## src/logic/noc_log_config.svh

```systemverilog
`ifndef NOC_LOG_CONFIG_SVH
`define NOC_LOG_CONFIG_SVH

// Flit word layout
`define NOC_FLIT_WIDTH 32
`define NOC_FLIT_ID_WIDTH 8
`define NOC_FLIT_FLAGS_WIDTH 4

// Mesh geometry
`define NOC_ROUTER_ID_WIDTH 8
`define NOC_MESH_SIZE_X 4

// One bit per route target in rc_result
`define NOC_CHANNELS 7

`define NOC_BUFFER_CREDIT_WIDTH 4

// Log queue
`define NOC_LOG_DEPTH 8
`define NOC_LOG_EVENTS 8

`endif

```

## src/logic/noc_flit_pkg.sv

```systemverilog
`include "noc_log_config.svh"

package noc_flit_pkg;

  typedef enum logic [1:0] {
    flit_tail = 2'b01,
    flit_head = 2'b10,
    flit_body = 2'b11
  } flit_type_e;

  // Type on top, flags at the bottom
  typedef struct packed {
    flit_type_e flit_type;
    logic [`NOC_FLIT_WIDTH-`NOC_FLIT_ID_WIDTH-`NOC_FLIT_FLAGS_WIDTH-3:0] data;
    logic [`NOC_FLIT_ID_WIDTH-1:0] flit_id;
    logic [`NOC_FLIT_FLAGS_WIDTH-1:0] flags;
  } flit_t;

  // Code 00 is not a legal state
  typedef enum logic [1:0] {
    state_idle_rc = 2'b01,
    state_sa = 2'b10,
    state_st = 2'b11
  } router_state_e;

  typedef struct packed {
    logic [`NOC_ROUTER_ID_WIDTH-1:0] router_id;
    logic [2:0] port;
    logic vc;
  } endpoint_t;

  typedef struct packed {
    logic [2:0] int_port;
    logic int_vc;
    logic signed [`NOC_ROUTER_ID_WIDTH-1:0] dest_offset;
    logic [2:0] out_port;
    logic out_vc;
  } route_decision_t;

  function automatic endpoint_t channel_endpoint(
    input logic [`NOC_ROUTER_ID_WIDTH-1:0] router_id,
    input int unsigned channel
  );
    endpoint_t ep;
    ep.router_id = router_id;
    ep.vc = 1'b0;
    case (channel)
      0: ep.port = 3'd0;
      1: ep.port = 3'd1;
      2: begin
        ep.port = 3'd1;
        ep.vc = 1'b1;
      end
      3: ep.port = 3'd2;
      4: begin
        ep.port = 3'd2;
        ep.vc = 1'b1;
      end
      5: ep.port = 3'd3;
      6: ep.port = 3'd4;
      default: ep.port = 3'b111;
    endcase
    return ep;
  endfunction

endpackage

```

## src/logic/noc_log_pkg.sv

```systemverilog
`include "noc_log_config.svh"

package noc_log_pkg;

  typedef enum logic [2:0] {
    log_receive = 3'd0,
    log_route = 3'd1,
    log_assign = 3'd2,
    log_switch = 3'd3,
    log_send = 3'd4,
    log_assign_end = 3'd5,
    log_route_end = 3'd6,
    log_state = 3'd7
  } log_event_e;

  // Flit movement, from one endpoint to another
  typedef struct packed {
    noc_flit_pkg::endpoint_t src;
    noc_flit_pkg::endpoint_t dst;
  } flit_view_t;

  typedef struct packed {
    noc_flit_pkg::endpoint_t local_ep;
    noc_flit_pkg::router_state_e prev_state;
    noc_flit_pkg::router_state_e new_state;
    logic [7:0] pad;
  } state_view_t;

  // Event code selects the view
  typedef union packed {
    flit_view_t flit;
    state_view_t state;
  } log_payload_u;

  // Flit type and id are zero for state records
  typedef struct packed {
    log_event_e code;
    noc_flit_pkg::flit_type_e flit_type;
    logic [`NOC_FLIT_ID_WIDTH-1:0] flit_id;
    log_payload_u payload;
  } log_record_t;

  // Events seen at one sampling edge
  typedef struct packed {
    logic receive;
    logic grant;
    logic traversal;
    logic tail;
    logic state_change;
    noc_flit_pkg::flit_t rx_flit;
    noc_flit_pkg::flit_t sm_flit;
    noc_flit_pkg::router_state_e prev_state;
    noc_flit_pkg::router_state_e new_state;
  } capture_t;

endpackage

```

## src/logic/flit_capture.sv

```systemverilog
`include "noc_log_config.svh"

module flit_capture (
  input  logic                                 CLK,
  input  logic                                 rc_success,
  input  noc_flit_pkg::flit_t                  buffer_data_in,
  input  logic                                 buffer_write,
  input  logic [`NOC_BUFFER_CREDIT_WIDTH-1:0]  buffer_credits,
  input  noc_flit_pkg::flit_t                  statemachine_data_in,
  input  logic                                 sa_grant,
  input  logic                                 st_data_valid,
  input  noc_flit_pkg::router_state_e          current_state,
  output noc_log_pkg::capture_t                capture
);

  logic receive_q;
  logic grant_q;
  logic traversal_q;
  logic tail_q;
  logic state_change_q;
  noc_flit_pkg::flit_t rx_flit_q;
  noc_flit_pkg::flit_t sm_flit_q;
  noc_flit_pkg::router_state_e state_q;
  noc_flit_pkg::router_state_e prev_q;
  logic state_valid;

  assign state_valid = current_state != 2'b00;

  always_ff @(posedge CLK or posedge rc_success) begin
    if (rc_success) begin
      receive_q <= 1'b0;
      grant_q <= 1'b0;
      traversal_q <= 1'b0;
      tail_q <= 1'b0;
      state_change_q <= 1'b0;
      state_q <= noc_flit_pkg::state_idle_rc;
    end else begin
      // No credit means the buffer refuses the write
      receive_q <= buffer_write && (buffer_credits != '0);
      grant_q <= sa_grant;
      traversal_q <= st_data_valid;
      tail_q <= st_data_valid && (statemachine_data_in.flit_type == noc_flit_pkg::flit_tail);
      state_change_q <= state_valid && (current_state != state_q);
      if (state_valid) begin
        state_q <= current_state;
      end
    end
  end

  always_ff @(posedge CLK) begin
    rx_flit_q <= buffer_data_in;
    sm_flit_q <= statemachine_data_in;
    if (state_valid && (current_state != state_q)) begin
      prev_q <= state_q;
    end
  end

  // New state is the stored one after the update
  assign capture = '{receive_q, grant_q, traversal_q, tail_q, state_change_q,
                     rx_flit_q, sm_flit_q, prev_q, state_q};

  a_state_legal: assert property (
    @(posedge CLK) disable iff (rc_success) current_state != 2'b00
  );

endmodule

```

## src/logic/route_decoder.sv

```systemverilog
`include "noc_log_config.svh"

module route_decoder (
  input  logic                         CLK,
  input  logic                         rc_success,
  input  logic                         route_done,
  input  logic [`NOC_CHANNELS-1:0]     rc_result,
  output noc_flit_pkg::route_decision_t decision,
  output logic                         route_fired
);

  localparam logic signed [`NOC_ROUTER_ID_WIDTH-1:0] MESH_STEP = `NOC_MESH_SIZE_X;
  localparam logic signed [`NOC_ROUTER_ID_WIDTH-1:0] UNIT_STEP = 1;

  noc_flit_pkg::route_decision_t decision_q;
  noc_flit_pkg::route_decision_t next_decision;

  // Fields: internal port, internal vc, offset, output port, output vc
  always_comb begin
    next_decision = decision_q;
    case (1'b1)
      rc_result[0]: next_decision = '{3'd0, 1'b0, '0, 3'd0, 1'b0};
      rc_result[1]: next_decision = '{3'd1, 1'b0, -MESH_STEP, 3'd2, 1'b0};
      rc_result[2]: next_decision = '{3'd1, 1'b1, -MESH_STEP, 3'd2, 1'b1};
      rc_result[3]: next_decision = '{3'd2, 1'b0, MESH_STEP, 3'd1, 1'b0};
      rc_result[4]: next_decision = '{3'd2, 1'b1, MESH_STEP, 3'd1, 1'b1};
      rc_result[5]: next_decision = '{3'd3, 1'b0, -UNIT_STEP, 3'd4, 1'b0};
      rc_result[6]: next_decision = '{3'd4, 1'b0, UNIT_STEP, 3'd3, 1'b0};
      default: next_decision = decision_q;
    endcase
  end

  always_ff @(posedge CLK or posedge rc_success) begin
    if (rc_success) begin
      decision_q <= '0;
      route_fired <= 1'b0;
    end else begin
      route_fired <= route_done;
      // Ambiguous results leave the last route in place
      if (route_done && $onehot(rc_result)) begin
        decision_q <= next_decision;
      end
    end
  end

  assign decision = decision_q;

  a_result_onehot: assert property (
    @(posedge CLK) disable iff (rc_success) route_done |-> $onehot(rc_result)
  );

endmodule

```

## src/logic/event_encoder.sv

```systemverilog
`include "noc_log_config.svh"

module event_encoder #(
  parameter int unsigned LOCAL_CHANNEL = 0
) (
  input  logic [`NOC_ROUTER_ID_WIDTH-1:0]                 router_id,
  input  noc_log_pkg::capture_t                           capture,
  input  noc_flit_pkg::route_decision_t                   decision,
  input  logic                                            route_fired,
  output noc_log_pkg::log_record_t [`NOC_LOG_EVENTS-1:0] records,
  output logic [`NOC_LOG_EVENTS-1:0]                      write_mask
);

  // Flits from outside have no source
  localparam noc_flit_pkg::endpoint_t NO_EP = '1;

  noc_flit_pkg::endpoint_t local_ep;
  noc_flit_pkg::endpoint_t internal_ep;
  noc_flit_pkg::endpoint_t out_ep;
  noc_log_pkg::state_view_t state_view;

  function automatic noc_log_pkg::log_record_t flit_record(
    input noc_log_pkg::log_event_e code,
    input noc_flit_pkg::endpoint_t src,
    input noc_flit_pkg::endpoint_t dst,
    input noc_flit_pkg::flit_t flit
  );
    noc_log_pkg::log_record_t rec;
    rec.code = code;
    rec.flit_type = flit.flit_type;
    rec.flit_id = flit.flit_id;
    rec.payload.flit.src = src;
    rec.payload.flit.dst = dst;
    return rec;
  endfunction

  if (LOCAL_CHANNEL > `NOC_CHANNELS - 1) begin : g_channel_check
    $error("event_encoder: LOCAL_CHANNEL %0d out of range", LOCAL_CHANNEL);
  end

  assign local_ep = noc_flit_pkg::channel_endpoint(router_id, LOCAL_CHANNEL);
  assign internal_ep = '{router_id, decision.int_port, decision.int_vc};
  // Offset wraps in router id width
  assign out_ep = '{router_id + $unsigned(decision.dest_offset),
                    decision.out_port, decision.out_vc};
  assign state_view = '{local_ep, capture.prev_state, capture.new_state, 8'h00};

  always_comb begin
    noc_log_pkg::log_record_t state_rec;
    state_rec.code = noc_log_pkg::log_state;
    state_rec.flit_type = noc_flit_pkg::flit_type_e'(2'b00);
    state_rec.flit_id = '0;
    state_rec.payload.state = state_view;

    records[noc_log_pkg::log_receive] =
      flit_record(noc_log_pkg::log_receive, NO_EP, local_ep, capture.rx_flit);
    records[noc_log_pkg::log_route] =
      flit_record(noc_log_pkg::log_route, local_ep, internal_ep, capture.sm_flit);
    records[noc_log_pkg::log_assign] =
      flit_record(noc_log_pkg::log_assign, local_ep, internal_ep, capture.sm_flit);
    records[noc_log_pkg::log_switch] =
      flit_record(noc_log_pkg::log_switch, local_ep, internal_ep, capture.sm_flit);
    records[noc_log_pkg::log_send] =
      flit_record(noc_log_pkg::log_send, internal_ep, out_ep, capture.sm_flit);
    records[noc_log_pkg::log_assign_end] =
      flit_record(noc_log_pkg::log_assign_end, local_ep, internal_ep, capture.sm_flit);
    records[noc_log_pkg::log_route_end] =
      flit_record(noc_log_pkg::log_route_end, local_ep, internal_ep, capture.sm_flit);
    records[noc_log_pkg::log_state] = state_rec;
  end

  // Bit position equals the event code
  assign write_mask = {
    capture.state_change,
    capture.tail,
    capture.tail,
    capture.traversal,
    capture.traversal,
    capture.grant,
    route_fired,
    capture.receive
  };

endmodule

```

## src/logic/log_fifo.sv

```systemverilog
`include "noc_log_config.svh"

module log_fifo (
  input  logic                                            CLK,
  input  logic                                            rc_success,
  input  noc_log_pkg::log_record_t [`NOC_LOG_EVENTS-1:0] records,
  input  logic [`NOC_LOG_EVENTS-1:0]                      write_mask,
  output logic                                            log_valid,
  output noc_log_pkg::log_record_t                        log_record,
  output logic                                            log_overflow
);

  localparam int unsigned DEPTH = `NOC_LOG_DEPTH;
  localparam int unsigned EVENTS = `NOC_LOG_EVENTS;
  localparam int unsigned PTR_W = $clog2(DEPTH);
  localparam int unsigned CNT_W = $clog2(DEPTH + 1);

  noc_log_pkg::log_record_t mem [DEPTH];
  logic [PTR_W-1:0] wr_ptr;
  logic [PTR_W-1:0] rd_ptr;
  logic [CNT_W-1:0] count_q;
  logic [CNT_W-1:0] space;
  logic [PTR_W-1:0] wr_addr [EVENTS];
  logic [EVENTS-1:0] wr_take;
  logic [CNT_W-1:0] n_written;
  logic rd_en;
  logic dropped;

  assign space = CNT_W'(DEPTH) - count_q;
  assign rd_en = count_q != '0;

  // Pack the masked records into consecutive slots, lowest code first
  always_comb begin
    int unsigned seen;
    seen = 0;
    for (int i = 0; i < EVENTS; i++) begin
      wr_addr[i] = wr_ptr + PTR_W'(seen);
      wr_take[i] = write_mask[i] && (seen < space);
      if (write_mask[i]) begin
        seen = seen + 1;
      end
    end
  end

  assign n_written = CNT_W'($countones(wr_take));
  assign dropped = |(write_mask & ~wr_take);

  always_ff @(posedge CLK or posedge rc_success) begin
    if (rc_success) begin
      wr_ptr <= '0;
      rd_ptr <= '0;
      count_q <= '0;
      log_valid <= 1'b0;
      log_overflow <= 1'b0;
    end else begin
      wr_ptr <= wr_ptr + PTR_W'(n_written);
      count_q <= count_q + n_written - CNT_W'(rd_en);
      log_valid <= rd_en;
      if (rd_en) begin
        rd_ptr <= rd_ptr + 1'b1;
      end
      // Sticky until reset
      if (dropped) begin
        log_overflow <= 1'b1;
      end
    end
  end

  always_ff @(posedge CLK) begin
    for (int i = 0; i < EVENTS; i++) begin
      if (wr_take[i]) begin
        mem[wr_addr[i]] <= records[i];
      end
    end
    if (rd_en) begin
      log_record <= mem[rd_ptr];
    end
  end

  a_count_bound: assert property (
    @(posedge CLK) disable iff (rc_success) count_q <= CNT_W'(DEPTH)
  );

endmodule

```

## src/logic/noc_event_logger.sv

```systemverilog
`include "noc_log_config.svh"

module noc_event_logger #(
  parameter int unsigned LOCAL_CHANNEL = 0
) (
  input  logic                                CLK,
  input  logic                                rc_success,
  input  logic [`NOC_ROUTER_ID_WIDTH-1:0]     router_id,
  input  noc_flit_pkg::flit_t                 buffer_data_in,
  input  logic                                buffer_write,
  input  logic [`NOC_BUFFER_CREDIT_WIDTH-1:0] buffer_credits,
  input  noc_flit_pkg::flit_t                 statemachine_data_in,
  input  logic                                route_done,
  input  logic [`NOC_CHANNELS-1:0]            rc_result,
  input  logic                                sa_grant,
  input  logic                                st_data_valid,
  input  noc_flit_pkg::router_state_e         current_state,
  output logic                                log_valid,
  output noc_log_pkg::log_record_t            log_record,
  output logic                                log_overflow
);

  noc_log_pkg::capture_t capture;
  noc_flit_pkg::route_decision_t decision;
  logic route_fired;
  noc_log_pkg::log_record_t [`NOC_LOG_EVENTS-1:0] records;
  logic [`NOC_LOG_EVENTS-1:0] write_mask;

  flit_capture u_flit_capture (
    .CLK                  (CLK),
    .rc_success           (rc_success),
    .buffer_data_in       (buffer_data_in),
    .buffer_write         (buffer_write),
    .buffer_credits       (buffer_credits),
    .statemachine_data_in (statemachine_data_in),
    .sa_grant             (sa_grant),
    .st_data_valid        (st_data_valid),
    .current_state        (current_state),
    .capture              (capture)
  );

  route_decoder u_route_decoder (
    .CLK         (CLK),
    .rc_success  (rc_success),
    .route_done  (route_done),
    .rc_result   (rc_result),
    .decision    (decision),
    .route_fired (route_fired)
  );

  event_encoder #(
    .LOCAL_CHANNEL (LOCAL_CHANNEL)
  ) u_event_encoder (
    .router_id   (router_id),
    .capture     (capture),
    .decision    (decision),
    .route_fired (route_fired),
    .records     (records),
    .write_mask  (write_mask)
  );

  log_fifo u_log_fifo (
    .CLK          (CLK),
    .rc_success   (rc_success),
    .records      (records),
    .write_mask   (write_mask),
    .log_valid    (log_valid),
    .log_record   (log_record),
    .log_overflow (log_overflow)
  );

endmodule

```

## config.mk

```make
export PLATFORM = sky130hd
export DESIGN_NAME = noc_event_logger
export DESIGN_NICKNAME = d
export VERILOG_FILES = /design/src/logic/noc_flit_pkg.sv /design/src/logic/noc_log_pkg.sv /design/src/logic/flit_capture.sv /design/src/logic/route_decoder.sv /design/src/logic/event_encoder.sv /design/src/logic/log_fifo.sv /design/src/logic/noc_event_logger.sv
export VERILOG_INCLUDE_DIRS = /design/src /design/src/logic
export SDC_FILE = /design/constraint.sdc
export NUM_CORES = 1
export LEC_CHECK = 0
export BUFFER_PORTS_ARGS = -buffer_cell sky130_fd_sc_hd__buf_2
export CAP_MARGIN = 25
export CORE_ASPECT_RATIO = 0.7
export CORE_MARGIN = 2
export CORE_UTILIZATION = 60
export CTS_CLUSTER_DIAMETER = 200
export DETAILED_ROUTE_END_ITERATION = 16
export PLACE_DENSITY_LB_ADDON = 0.1
export SETUP_SLACK_MARGIN = 0.1
export SYNTH_ARGS = -nofsm -noshare
export SYNTH_HDL_FRONTEND = slang
export SYNTH_SLANG_ARGS = --single-unit
```

## constraint.sdc

```tcl
create_clock -name CLK -period 9.34 [get_ports CLK]
set_input_delay 1.868 -clock CLK [delete_from_list [all_inputs] [get_ports CLK]]
set_output_delay 1.868 -clock CLK [all_outputs]
set_load 0.01 [all_outputs]
```

### Word-level counts from Yosys, hierarchy flattened

Memories as Yosys holds them, arrays and structs flattened. A register that Yosys moved wholly into a read port is not among the register bits.
Index checks and enable logic that the tools add are counted.

| storage, ports and cells | value |
|---|---|
| register bits | 58 |
| RAM bits | 296 |
| input bits | 91 |
| word-level logic and storage cells | 116 |
| memories | 1 |

| operators by class | value |
|---|---|
| $add $sub $neg | 32 |
| order comparisons | 8 |
| equal/unequal tests | 3 |
| mux-type cells | 30 |
| bitwise operators | 2 |
| reductions and logical operators | 18 |

Memories:

| memory | depth | bits a word | read ports | clocked after memory_dff | wr ports | RTL line | RTL |
|---|---|---|---|---|---|---|---|
| u_log_fifo.mem | 8 | 37 | 1 | 1 | 8 | log_fifo.sv:18 | `noc_log_pkg::log_record_t mem [DEPTH];` |

Operators by type and width:

| cell | number |
|---|---|
| $lt 32x4->1 | 6 |
| $mux 32 | 6 |
| $add 32x1->32 const B | 5 |
| $mux 16 | 7 |
| $add 3x3->3 | 9 |
| $mux 1 | 17 |
| $add 4x4->4 | 4 |
| $add 1x1->2 | 7 |
| $logic_and 1x1->1 | 12 |
| $add 8x8->8 | 1 |
| $and 8x8->8 | 1 |
| $not 8->8 | 1 |
| $reduce_bool 4->1 | 2 |
| $reduce_or 8->1 | 1 |
| $reduce_bool 7->1 | 1 |
| $add 3x1->3 | 2 |
| $lt 1x4->1 | 1 |
| $lt 1x4->1 const A | 1 |
| $sub 4x1->4 | 1 |
| $sub 4x4->4 const A | 1 |
| $add 3x1->3 const B | 1 |
| $eq 3x1->1 const B | 1 |
| $add 1x1->2 const B | 1 |
| $eq 2x1->1 const B | 1 |
| 3 further kinds | 3 |

### Longest topological paths before layout

Gate-level depths: netlist (run 1).

| depth | value |
|---|---|
| depth after elaboration | 20 |
| gate-level depth with buffers | 34 |
| gate-level depth less buffers | 33 |

### Hierarchy

A second synthesis (run 1) with hierarchy kept.

| second synthesis, totals | value |
|---|---|
| cells, all modules | 5315 |
| area, all modules | 41337.1 um^2 |

By module, submodules not included:

| module | times used | cells an instance | area each (um^2) | seq. area each (um^2) |
|---|---|---|---|---|
| log_fifo | 1 | 4825 | 36492.5 | 10299.9 |
| event_encoder | 1 | 340 | 2561.2 | 0.0 |
| flit_capture | 1 | 90 | 1620.3 | 1517.7 |
| route_decoder | 1 | 60 | 663.1 | 250.2 |

### Worst setup path before layout (run 1)

No wires, ideal clock.

| timing path | value |
|---|---|
| path kind | register to register |
| start point | register u_route_decoder.route_fired |
| end point | register u_log_fifo.count_q[3] |
| library setup time | 124 ps |
| data arrival time | 7536 ps |
| data required time | 9216 ps |
| slack | 1679 ps |
| stages on the path, launching flop included | 35 |
| buffers on the path | 1 |
| period minus slack after synthesis | 7661 ps |
| cells stage by stage | dfrtp_1 -> inv_1 -> ha_1 -> xnor2_1 -> inv_2 -> ha_1 -> mux2_2 -> ha_1 -> nand2b_1 -> o31ai_1 -> inv_1 -> ha_1 -> a21o_1 -> ha_1 -> a21o_1 -> ha_1 -> a21boi_0 -> o211ai_1 -> and3_1 -> o21ai_1 -> buf_2 -> nor2_1 -> ha_1 -> inv_1 -> fa_1 -> fa_1 -> inv_1 -> ha_1 -> fa_1 -> inv_1 -> ha_1 -> inv_1 -> ha_1 -> a21oi_1 -> xnor2_1 |

| between the ends | value |
|---|---|
| word-level cells in the longest chain between the ends | 18 |

Ends and longest elaborated chain:

| element | RTL line | RTL |
|---|---|---|
| from (decl) | route_decoder.sv:9 | `output logic route_fired` |
| from (signal assigned) | route_decoder.sv:38 | `route_fired <= route_done;` |
| $mux 32 | log_fifo.sv:39 | `if (write_mask[i]) begin` |
| $add 32x1->32 | log_fifo.sv:40 | `seen = seen + 1;` |
| $mux 32 | log_fifo.sv:39 |  |
| $add 32x1->32 | log_fifo.sv:40 |  |
| $mux 32 | log_fifo.sv:39 |  |
| $add 32x1->32 | log_fifo.sv:40 |  |
| $mux 32 | log_fifo.sv:39 |  |
| $add 32x1->32 | log_fifo.sv:40 |  |
| [2 not listed] | n/a |  |
| $mux 32 | log_fifo.sv:39 |  |
| $lt 32x4->1 | log_fifo.sv:38 | `wr_take[i] = write_mask[i] && (seen < space);` |
| $logic_and 1x1->1 | log_fifo.sv:38 |  |
| $add 1x1->2 (not written as such) | log_fifo.sv:45 | `assign n_written = CNT_W'($countones(wr_take));` |
| $add 4x4->4 (not written as such) | log_fifo.sv:45 |  |
| $add 4x4->4 (not written as such) * | log_fifo.sv:45 |  |
| $add 4x4->4 * | log_fifo.sv:57 | `count_q <= count_q + n_written - CNT_W'(rd_en);` |
| $sub 4x1->4 * | log_fifo.sv:57 |  |
| to (signal assigned) | log_fifo.sv:57 |  |
| to (decl) | log_fifo.sv:21 | `logic [CNT_W-1:0] count_q;` |

Mark *: on every way between the ends. The rest lies on a longest branch, timed or not.
A chain may end at the register's enable or synchronous reset.

### Worst setup path after layout (run 1)

Ends and elaborated chain as after synthesis.

==> results.py, run 1 <==
metrics = {
    "route": {
        "drcViolationCount": 0,
        "first_pass_iters": 8,
        "drt-total-wl_mm": 64.3,
        "vias_per_cell": 6.63,
        "routedWlPerCell_um": 25.6,
        "drt-initial-drc-count": 1737,
        "vias": 16600,
        "antenna_left": 0,
    },
    "logic_synthesis": {
        "synth_edf_count": 135,
        "synth_top_family_by_area": "multiplexers",
        "seq_area_frac_synth": 0.433,
        "synthTopCellsByArea": "dfxtp_1, edfxtp_1, mux4_2",
        "muxShareOfSynthArea": 0.166,
        "syn_inst": 2001,
        "ys_ff_latch": 384,
        "synth.avg_cell_area_sq_um": 10.6,
        "syn_area_sq_mm": 0.0212,
        "async_flop_share": 0.0755,
        "syn-num-nets": 2168,
        "ys_warn_count": 0,
        "synth-adder-area-share": 0.0505,
        "synth_top_area_share": 0.207,
        "synth_area_leader_cell": "dfxtp_1",
        "ys.flop_type": "dfxtp_1",
        "synth_compound_area_frac": 0.155,
        "synth_cell_types": 92,
        "synth-xor-area-share": 0.0224,
        "synthSimpleGateAreaFrac": 0.124,
    },
    "grt": {
        "grt_overflow": 0,
        "track_usage": 0.348,
        "met2_usage": 0.519,
        "grt_pass1_vias": 16000,
        "grt_antenna_before_repair": 0,
        "grt_max_degree": 47,
        "grt_pass1_wl_mm": 97.0,
        "use_met3": 0.0722,
        "grt.busiest_layer": "met2",
        "grtUsageMet1": 0.517,
    },
    "layout": {
        "n_antenna_cell": 0,
        "area.growth.synth_to_final_pct": 9.33,
        "seqCellArea_sq_mm": 0.00919,
        "multiInputGateArea_sq_mm": 0.0111,
        "layout_common_cells": "dfxtp_1, nor2_1, mux2i_1",
        "layout_commonest_cell": "dfxtp_1",
        "fillCellCount": 2715,
        "layout-drive-gt1-share": 0.197,
        "fin_nets": 2175,
    },
    "setup_path": {
        "crit_fanout": 8,
        "cp_num_buf_inv": 8,
        "end_kind": "register",
        "cp_slowest_cell": "fa_1",
        "crit_top_cell": "ha_1",
        "startpoint_type": "register",
        "r2r_cells": 34,
        "r2r-end": "u_log_fifo.count_q[3]",
        "critical_path_arrival_ns": 8.87,
        "critPathMaxStageDelay_ns": 0.55,
        "cp_data_required_time_ns": 9.80,
        "r2r_start": "u_route_decoder.route_fired",
        "crit_family": "adder cells",
        "worstSetupPathType": "register to register",
        "reg2reg_slack_ns": 0.93,
    },
    "floorplanning": {
        "num_rows": 57,
        "coreArea_sq_mm": 0.0348,
        "die_y_um": 161,
        "boundaryPins": 130,
        "die_w_um": 229,
        "start_util": 0.610,
        "dieArea_sq_mm": 0.0369,
    },
    "timing": {
        "finClkSkew_ns": 0.0183,
        "rsz0062_at_grt": "false",
        "worst_pin_slew_ns": 1.07,
        "period_needed_ns": 8.41,
        "timing.final.max_slew_violations": 0,
        "max-slew-margin-rel": 0.286,
        "max_freq_mhz": 119,
        "hold_viol_final": 0,
        "finalSetupViolCount": 0,
        "fin_crit_sh": 0.900,
        "tns_ns": 0,
    },
    "min_path": {
        "hold_end": "u_log_fifo.mem[2][5]",
        "min_from": "u_log_fifo.mem[2][5]",
        "hold_class": "register to register",
        "hold_depth": 2,
    },
    "cts": {
        "cts-root-buf": "clkbuf_16",
        "post-cts-setup-buffer-count": 0,
        "cts_tree": "built",
        "cts-htree-levels": 2,
        "cts.sinks": 384,
        "clock_path_buffers": 3,
        "hold_buffers": 0,
        "clkTransAtPathRegs_ns": 0.07,
        "clock_latency_ns": 0.55,
        "cts-resized-gates": 0,
        "cts_inserted_buffers": 38,
    },
    "flow_run": {
        "max_cap_violations": 0,
    },
    "outcome": {
        "outcome": "finished, final reports clean",
    },
    "place": {
        "hpwl_mm": 43.6,
        "io_buffer_count": 85,
        "gp_congestion": 0.989,
    },
}
## flip-flops by register name (all words and copies together) (netlist names)
register,count
u_log_fifo.log_valid,1
u_flit_capture.capture,20
u_flit_capture.receive_q,1
u_log_fifo.log_record,37
u_flit_capture.state_change_q,1
u_flit_capture.tail_q,1
u_flit_capture.prev_q,2
u_flit_capture.traversal_q,1
u_log_fifo.rd_ptr,3
u_route_decoder.route_fired,1
u_log_fifo.wr_ptr,3
u_log_fifo.mem,296
u_log_fifo.log_overflow,1
u_flit_capture.state_q,2
u_route_decoder.decision,9
u_flit_capture.grant_q,1
u_log_fifo.count_q,4
## per-stage QoR
| stage | cells | hold slack, ns | utilization | cell area [sq um] | setup WS, ns |
|---|---|---|---|---|---|
| 2_1_floorplan | 2001 | 0.422 | - | 21200 | 1.68 |
| 3_3_place_gp | 2437 | 0.433 | 0.629 | 21900 | 1.18 |
| 3_5_place_dp | 2439 | 0.445 | 0.630 | 21900 | 1.06 |
| 4_1_cts | 2508 | 0.458 | 0.667 | 23200 | 1.03 |
| 5_1_grt | 2509 | 0.478 | 0.667 | 23200 | 0.547 |
| 6_report | 2509 | 0.456 | 0.667 | 23200 | 0.934 |
## worst reg2reg max path, delay by kind of cell, from the launching register on
| kind | cells | cell delay [ns] |
|---|---|---|
| xor gates and xnor gates | 2 | 0.30 |
| adders and majority gates | 13 | 4.56 |
| DFF | 1 | 0.47 |
| buffers and inverters | 8 | 0.75 |
| AOI/OAI and AO/OA | 7 | 1.21 |
| and+or+nand+nor | 3 | 0.71 |
| muxes | 1 | 0.31 |
## kinds of logic (layout without fill, tap and decap cells)
| kind of cell | count (synthesis) | in the layout |
|---|---|---|
| AND/OR/NAND/NOR | 541 | 541 |
| AO/OA/AOI/OAI | 460 | 460 |
| XOR/XNOR | 43 | 43 |
| other | 1 | 1 |
| multiplexers | 254 | 254 |
| flip-flops | 384 | 384 |
| buffers and inverters | 242 | 278 |
| adder cells (fa/ha/maj) | 76 | 76 |
## Yosys cell counts (all sizes together) (35+ instances only)
library cell    n
a211oi        103
a21oi         102
buf            74
clkbuf         89
dfxtp         220
edfxtp        135
ha             60
inv            78
mux2           39
mux2i         141
mux4           74
nand2         131
nand2b         48
nand3          37
nor2          169
nor3           43
o211ai         40
o21ai          91
or2            35
## how the worst max path moves through the flow
stage / endpoint / startpoint / depth (start not counted) / slack (ns)
5_1_grt: u_log_fifo.count_q[3] / u_route_decoder.route_fired / 34 / 0.55
3_5_place_dp: u_log_fifo.count_q[3] / u_route_decoder.route_fired / 34 / 1.06
6_report: u_log_fifo.count_q[3] / u_route_decoder.route_fired / 34 / 0.93
3_3_place_gp: u_log_fifo.count_q[3] / u_route_decoder.route_fired / 34 / 1.18
4_1_cts: u_log_fifo.count_q[3] / u_route_decoder.route_fired / 34 / 1.03
2_1_floorplan: u_log_fifo.count_q[3] / u_route_decoder.route_fired / 34 / 1.68
## routing by layer
layer / up-vias / share of wire
met4: 0 / 0.023
met2: 933 / 0.43
met1: 8215 / 0.44
met5: - / 0
met3: 113 / 0.11
li1: 7378 / -
## final cells by class
type | count | area share
multi-input combinational | 1375 | 0.477
sequential | 384 | 0.396
inverter | 79 | 0.0128
clock buffer | 53 | 0.0447
timing repair buffer | 130 | 0.0348
tap | 472 | 0.0254
clock inverter | 16 | 0.00949
Power of run 1 is left out: the tool's default activity adds up to more than one toggle a clock period on the data nets, which glitch-free logic cannot reach.
==> inputs of run 2 (changes only) <==
- CORE_UTILIZATION: 60 -> 25
- SLEW_MARGIN: unset -> 5
==> run 2 against run 1 <==
Compared with the run above: core utilization fell by 38 points; register-to-register slack barely moved; highest routed layer unchanged; hold slack got worse by 0.0045 ns; die area rose by 140%; worst setup slack improved by 0.015 ns; cell count rose by 27%; non-clock buffer count rose by 11; final area rose by 4.8%; flip-flop and latch count did not move; clock skew rose by 0.0060 ns.
==> results.py, run 2 (synthesis gave the netlist of run 1 again) <==
metrics = {
    "setup_path": {
        "cp_data_required_time_ns": 9.86,
        "worstSetupPathType": "register to register",
        "startpoint_type": "register",
        "critical_path_arrival_ns": 8.91,
        "r2r_start": "u_route_decoder.route_fired",
        "crit_fanout": 8,
        "r2r_cells": 34,
        "end_kind": "register",
        "r2r-end": "u_log_fifo.count_q[3]",
        "cp_slowest_cell": "fa_1",
        "reg2reg_slack_ns": 0.95,
        "crit_top_cell": "ha_1",
        "critPathMaxStageDelay_ns": 0.56,
    },
    "route": {
        "drt-total-wl_mm": 78.8,
        "vias": 16100,
        "drt-initial-drc-count": 1264,
        "first_pass_iters": 5,
        "routedWlPerCell_um": 24.6,
        "vias_per_cell": 5.02,
        "drcViolationCount": 0,
        "antenna_left": 0,
    },
    "cts": {
        "cts_tree": "built",
        "cts-root-buf": "clkbuf_16",
        "clock_path_buffers": 3,
        "hold_buffers": 0,
        "cts-htree-levels": 2,
        "cts.sinks": 384,
        "cts-resized-gates": 0,
        "clkTransAtPathRegs_ns": 0.07,
        "post-cts-setup-buffer-count": 0,
        "cts_inserted_buffers": 45,
        "clock_latency_ns": 0.59,
    },
    "grt": {
        "met2_usage": 0.270,
        "grt_max_degree": 43,
        "grt_antenna_before_repair": 6,
        "grt_pass1_vias": 16000,
        "grt_overflow": 0,
        "grt_pass1_wl_mm": 115,
        "track_usage": 0.179,
        "grtUsageMet1": 0.267,
        "use_met3": 0.0321,
        "grt.busiest_layer": "met2",
    },
    "timing": {
        "setup_slack_ns": 0.949,
        "rsz0062_at_grt": "false",
        "max_freq_mhz": 119,
        "worst_pin_slew_ns": 1.08,
        "timing.final.max_slew_violations": 0,
        "finClkSkew_ns": 0.0243,
        "fin_crit_sh": 0.898,
        "tns_ns": 0,
        "period_needed_ns": 8.39,
        "max-slew-margin-rel": 0.279,
        "hold_viol_final": 0,
        "finalSetupViolCount": 0,
    },
    "layout": {
        "layout_common_cells": "dfxtp_1, nor2_1, mux2i_1",
        "area.growth.synth_to_final_pct": 14.5,
        "largest_reg_flops": 296,
        "layout_commonest_cell": "dfxtp_1",
        "layout-drive-gt1-share": 0.209,
        "fin_nets": 2193,
    },
    "min_path": {
        "min_from": "u_log_fifo.mem[2][5]",
        "hold_class": "register to register",
        "hold_end": "u_log_fifo.mem[2][5]",
        "hold_depth": 2,
    },
    "place": {
        "post-place-ws_ns": 0.981,
        "io_buffer_count": 85,
        "hpwl_mm": 53.7,
        "gp_congestion": 0.866,
    },
    "floorplanning": {
        "start_util": 0.252,
        "coreArea_sq_mm": 0.0842,
        "boundaryPins": 130,
        "num_rows": 89,
        "dieArea_sq_mm": 0.0873,
        "die_y_um": 248,
        "die_w_um": 352,
    },
    "flow_run": {
        "max_cap_violations": 0,
    },
    "outcome": {
        "outcome": "finished, final reports clean",
    },
}
## run 2: cell count changes in the layout (fill, tap and decap cells not counted), moves of 3 or more
cell and delta:
clkinv_1 -3, bufinv_16 -3, clkinv_2 +8, buf_4 +11
nor3_4 +3, clkbuf_16 +9, nor2_2 +4, nor3_2 -4
## run 2: metrics by stage
stage	hold slack, ns	utilization	cells	instance area (sq um)
3_5_place_dp	0.443	0.271	3114	22800
2_1_floorplan	0.422	-	2001	21200
4_1_cts	0.452	0.288	3195	24300
3_3_place_gp	0.437	0.271	3113	22800
6_report	0.451	0.289	3198	24300
5_1_grt	0.471	0.289	3197	24300
## run 2: how the worst max path moves through the flow
stage                                           start               endpoint  slack (ns)  cells past startpoint
after CTS                 u_route_decoder.route_fired  u_log_fifo.count_q[3]        0.91                     34
final                     u_route_decoder.route_fired  u_log_fifo.count_q[3]        0.95                     34
after global placement    u_route_decoder.route_fired  u_log_fifo.count_q[3]        0.97                     34
after global routing      u_route_decoder.route_fired  u_log_fifo.count_q[3]        0.40                     34
after floorplan           u_route_decoder.route_fired  u_log_fifo.count_q[3]        1.68                     34
after detailed placement  u_route_decoder.route_fired  u_log_fifo.count_q[3]        0.98                     34
## run 2: worst max-delay path: cells and delay by family, from the launching register on
kind	cells	cell delay (ns)
adders and majority gates	13	4.48
AOI/OAI and AO/OA	7	1.21
buffers and inverters	8	0.79
and+or+nand+nor	3	0.67
DFF	1	0.49
xor gates and xnor gates	2	0.35
muxes	1	0.31
## run 2: area by class of cell
type | count | area, sq um
Tap cell | 1137 | 1420
Clock inverter | 18 | 151
Sequential cell | 384 | 9190
Fill cell | 8793 | 59900
Multi-Input combinational cell | 1375 | 11100
Clock buffer | 63 | 1290
Timing Repair Buffer | 141 | 877
Inverter | 79 | 297
Antenna cell | 1 | 2.50
## run 2: per-layer routing
layer  part of all wire  routed length, um
met1               0.50              39300
met4              0.017               1310
met2               0.42              33100
met3              0.065               5090
met5                  0                  0
Power of run 2 is left out for the same reason.
==> inputs of run 3 (changes only) <==
- ABC_AREA: unset -> 1
==> run 3 against run 2 <==
Compared with the run above: maximum frequency rose by 1.3%; wire length rose by 19%; synthesized cell count rose by 47%; worst setup slack improved by 0.11 ns; critical endpoint unchanged.
==> results.py, run 3 <==
metrics = {
    "outcome": {
        "outcome": "finished, final reports clean",
    },
    "cts": {
        "cts-root-buf": "clkbuf_16",
        "cts-resized-gates": 0,
        "clock_path_buffers": 3,
        "clkTransAtPathRegs_ns": 0.06,
        "cts_tree": "built",
        "hold_buffers": 0,
        "cts-htree-levels": 2,
        "cts.sinks": 384,
        "post-cts-setup-buffer-count": 0,
        "clock_latency_ns": 0.61,
        "cts_inserted_buffers": 46,
    },
    "logic_synthesis": {
        "syn-num-nets": 3112,
        "muxShareOfSynthArea": 0.000523,
        "syn_area_sq_mm": 0.0215,
        "seq_area_frac_synth": 0.426,
        "synth.avg_cell_area_sq_um": 7.32,
        "synth-adder-area-share": 0.0497,
        "async_flop_share": 0.0755,
        "synth_top_family_by_area": "simple AND/OR/NAND/NOR gates",
        "synth-xor-area-share": 0.0101,
        "synthTopCellsByArea": "dfxtp_1, edfxtp_1, nand2_1",
        "synth_area_leader_cell": "dfxtp_1",
        "synthSimpleGateAreaFrac": 0.263,
        "synth_cell_types": 49,
        "ys_ff_latch": 384,
        "synth_commonest_cells": "nand2_1, nor2_1, o21ai_0",
        "synth_most_common_cell": "nand2_1",
        "synth_compound_area_frac": 0.171,
        "ys_warn_count": 0,
        "synth_edf_count": 135,
        "syn_inst": 2945,
        "ys.flop_type": "dfxtp_1",
        "synth_top_area_share": 0.204,
    },
    "layout": {
        "layout_common_cells": "nand2_1, nor2_1, o21ai_0",
        "fin_util": 0.286,
        "n_antenna_cell": 0,
        "area.growth.synth_to_final_pct": 13.7,
        "fin_nets": 3125,
        "fin_area_sq_mm": 0.0245,
        "layout_commonest_cell": "nand2_1",
        "largest_reg_flops": 296,
        "layout-drive-gt1-share": 0.0928,
    },
    "place": {
        "io_buffer_count": 85,
        "hpwl_mm": 64.7,
        "dpl-instance-area_sq_mm": 0.0230,
        "gp_congestion": 0.906,
    },
    "timing": {
        "worst_pin_slew_ns": 1.11,
        "fin_crit_sh": 0.887,
        "hold_viol_final": 0,
        "max-slew-margin-rel": 0.259,
        "rsz0062_at_grt": "false",
        "tns_ns": 0,
        "finalSetupViolCount": 0,
        "hold-worst-slack_ns": 0.461,
        "period_needed_ns": 8.28,
        "timing.final.max_slew_violations": 0,
        "finClkSkew_ns": 0.0210,
        "max_freq_mhz": 121,
    },
    "min_path": {
        "hold_class": "register to register",
    },
    "floorplanning": {
        "coreArea_sq_mm": 0.0858,
        "boundaryPins": 130,
        "dieArea_sq_mm": 0.0886,
        "num_rows": 90,
        "die_y_um": 250,
        "die_w_um": 355,
        "start_util": 0.251,
    },
    "route": {
        "vias_per_cell": 5.03,
        "vias": 20800,
        "antenna_left": 0,
        "first_pass_iters": 6,
        "drcViolationCount": 0,
        "drt-initial-drc-count": 2004,
        "drt-total-wl_mm": 93.6,
        "routedWlPerCell_um": 22.6,
    },
    "setup_path": {
        "reg2reg_slack_ns": 1.06,
        "r2r_start": "u_route_decoder.route_fired",
        "critPathMaxStageDelay_ns": 0.54,
        "end_kind": "register",
        "worstSetupPathType": "register to register",
        "crit_fanout": 10,
        "crit_top_cell": "inv_1",
        "critPathCapture": "u_log_fifo.count_q[3]",
        "startpoint_type": "register",
        "cp_data_required_time_ns": 9.83,
        "crit_start": "u_route_decoder.route_fired",
        "cp_slowest_cell": "dfrtp_1",
        "r2r_cells": 36,
        "r2r-end": "u_log_fifo.count_q[3]",
        "critical_path_arrival_ns": 8.77,
    },
    "grt": {
        "grt_antenna_before_repair": 2,
        "track_usage": 0.206,
        "grt_max_degree": 92,
        "grt_pass1_wl_mm": 134,
        "grt_pass1_vias": 19200,
        "grt_overflow": 0,
    },
    "flow_run": {
        "max_cap_violations": 0,
    },
}
## run 3: cell types whose count changed after synthesis, sizes merged, moves of 37 or more
cell and change:
nor3 -37, nand3 +108, mux4 -74, a211oi -102
nand2 +482, inv +196, nand2b -48, nor2 +311
o21ai +339, mux2i -141, mux2 -38, nand4 +67
a21oi +68
## run 3: routing by layer
metal  global-route usage  up-vias  part of all wire
li1                     -     9827                 -
met1                0.319    10100              0.50
met2                0.294      809              0.41
met3               0.0319      109             0.074
met4               0.0458        0             0.018
met5                    0        -                 0
## run 3: stage by stage
stage	instances	setup slack, ns
floorplan	2945	1.82
global placement	4055	1.07
detailed placement	4057	1.04
CTS	4142	1.01
global route	4145	0.448
finish	4145	1.06
## run 3: worst max-delay path: cells and delay by family, from the launching register on
kind | cells | cell delay (ns)
adders and majority gates | 13 | 4.37
AOI/OAI and AO/OA | 8 | 1.79
buffers and inverters | 11 | 0.96
DFF | 1 | 0.54
and+or+nand+nor | 3 | 0.36
xor gates and xnor gates | 1 | 0.14
## run 3: cell type report
| type | count | area [sq um] |
|---|---|---|
| flip-flops and latches | 384 | 9190 |
| clock inverters | 19 | 134 |
| well taps | 1150 | 1440 |
| multi-input cells | 2131 | 10700 |
| inverters | 277 | 1040 |
| clock buffers | 66 | 1330 |
| repair buffers | 118 | 706 |
| fillers | 9493 | 61300 |
## run 3: worst min path at each step
stage                                from  depth (start not counted)               endpoint  slack [ns]
detailed placement  u_log_fifo.mem[5][36]                          2  u_log_fifo.mem[5][36]        0.45
finish              u_log_fifo.mem[5][36]                          2  u_log_fifo.mem[5][36]        0.46
global placement    u_log_fifo.mem[5][36]                          2  u_log_fifo.mem[5][36]        0.44
floorplan           u_log_fifo.mem[5][36]                          2  u_log_fifo.mem[5][36]        0.42
CTS                 u_log_fifo.mem[5][36]                          2  u_log_fifo.mem[5][36]        0.46
global route        u_log_fifo.mem[5][36]                          2  u_log_fifo.mem[5][36]        0.47
## run 3: logic make-up (layout without fill, tap and decap cells)
group,after synthesis,in the layout
flops,384,384
compound gates,701,701
xor+xnor,24,24
other cells,1,1
mux,1,1
fa+ha+maj,76,76
buf+inv,430,480
simple gates,1328,1328
Power of run 3 is left out for the same reason.
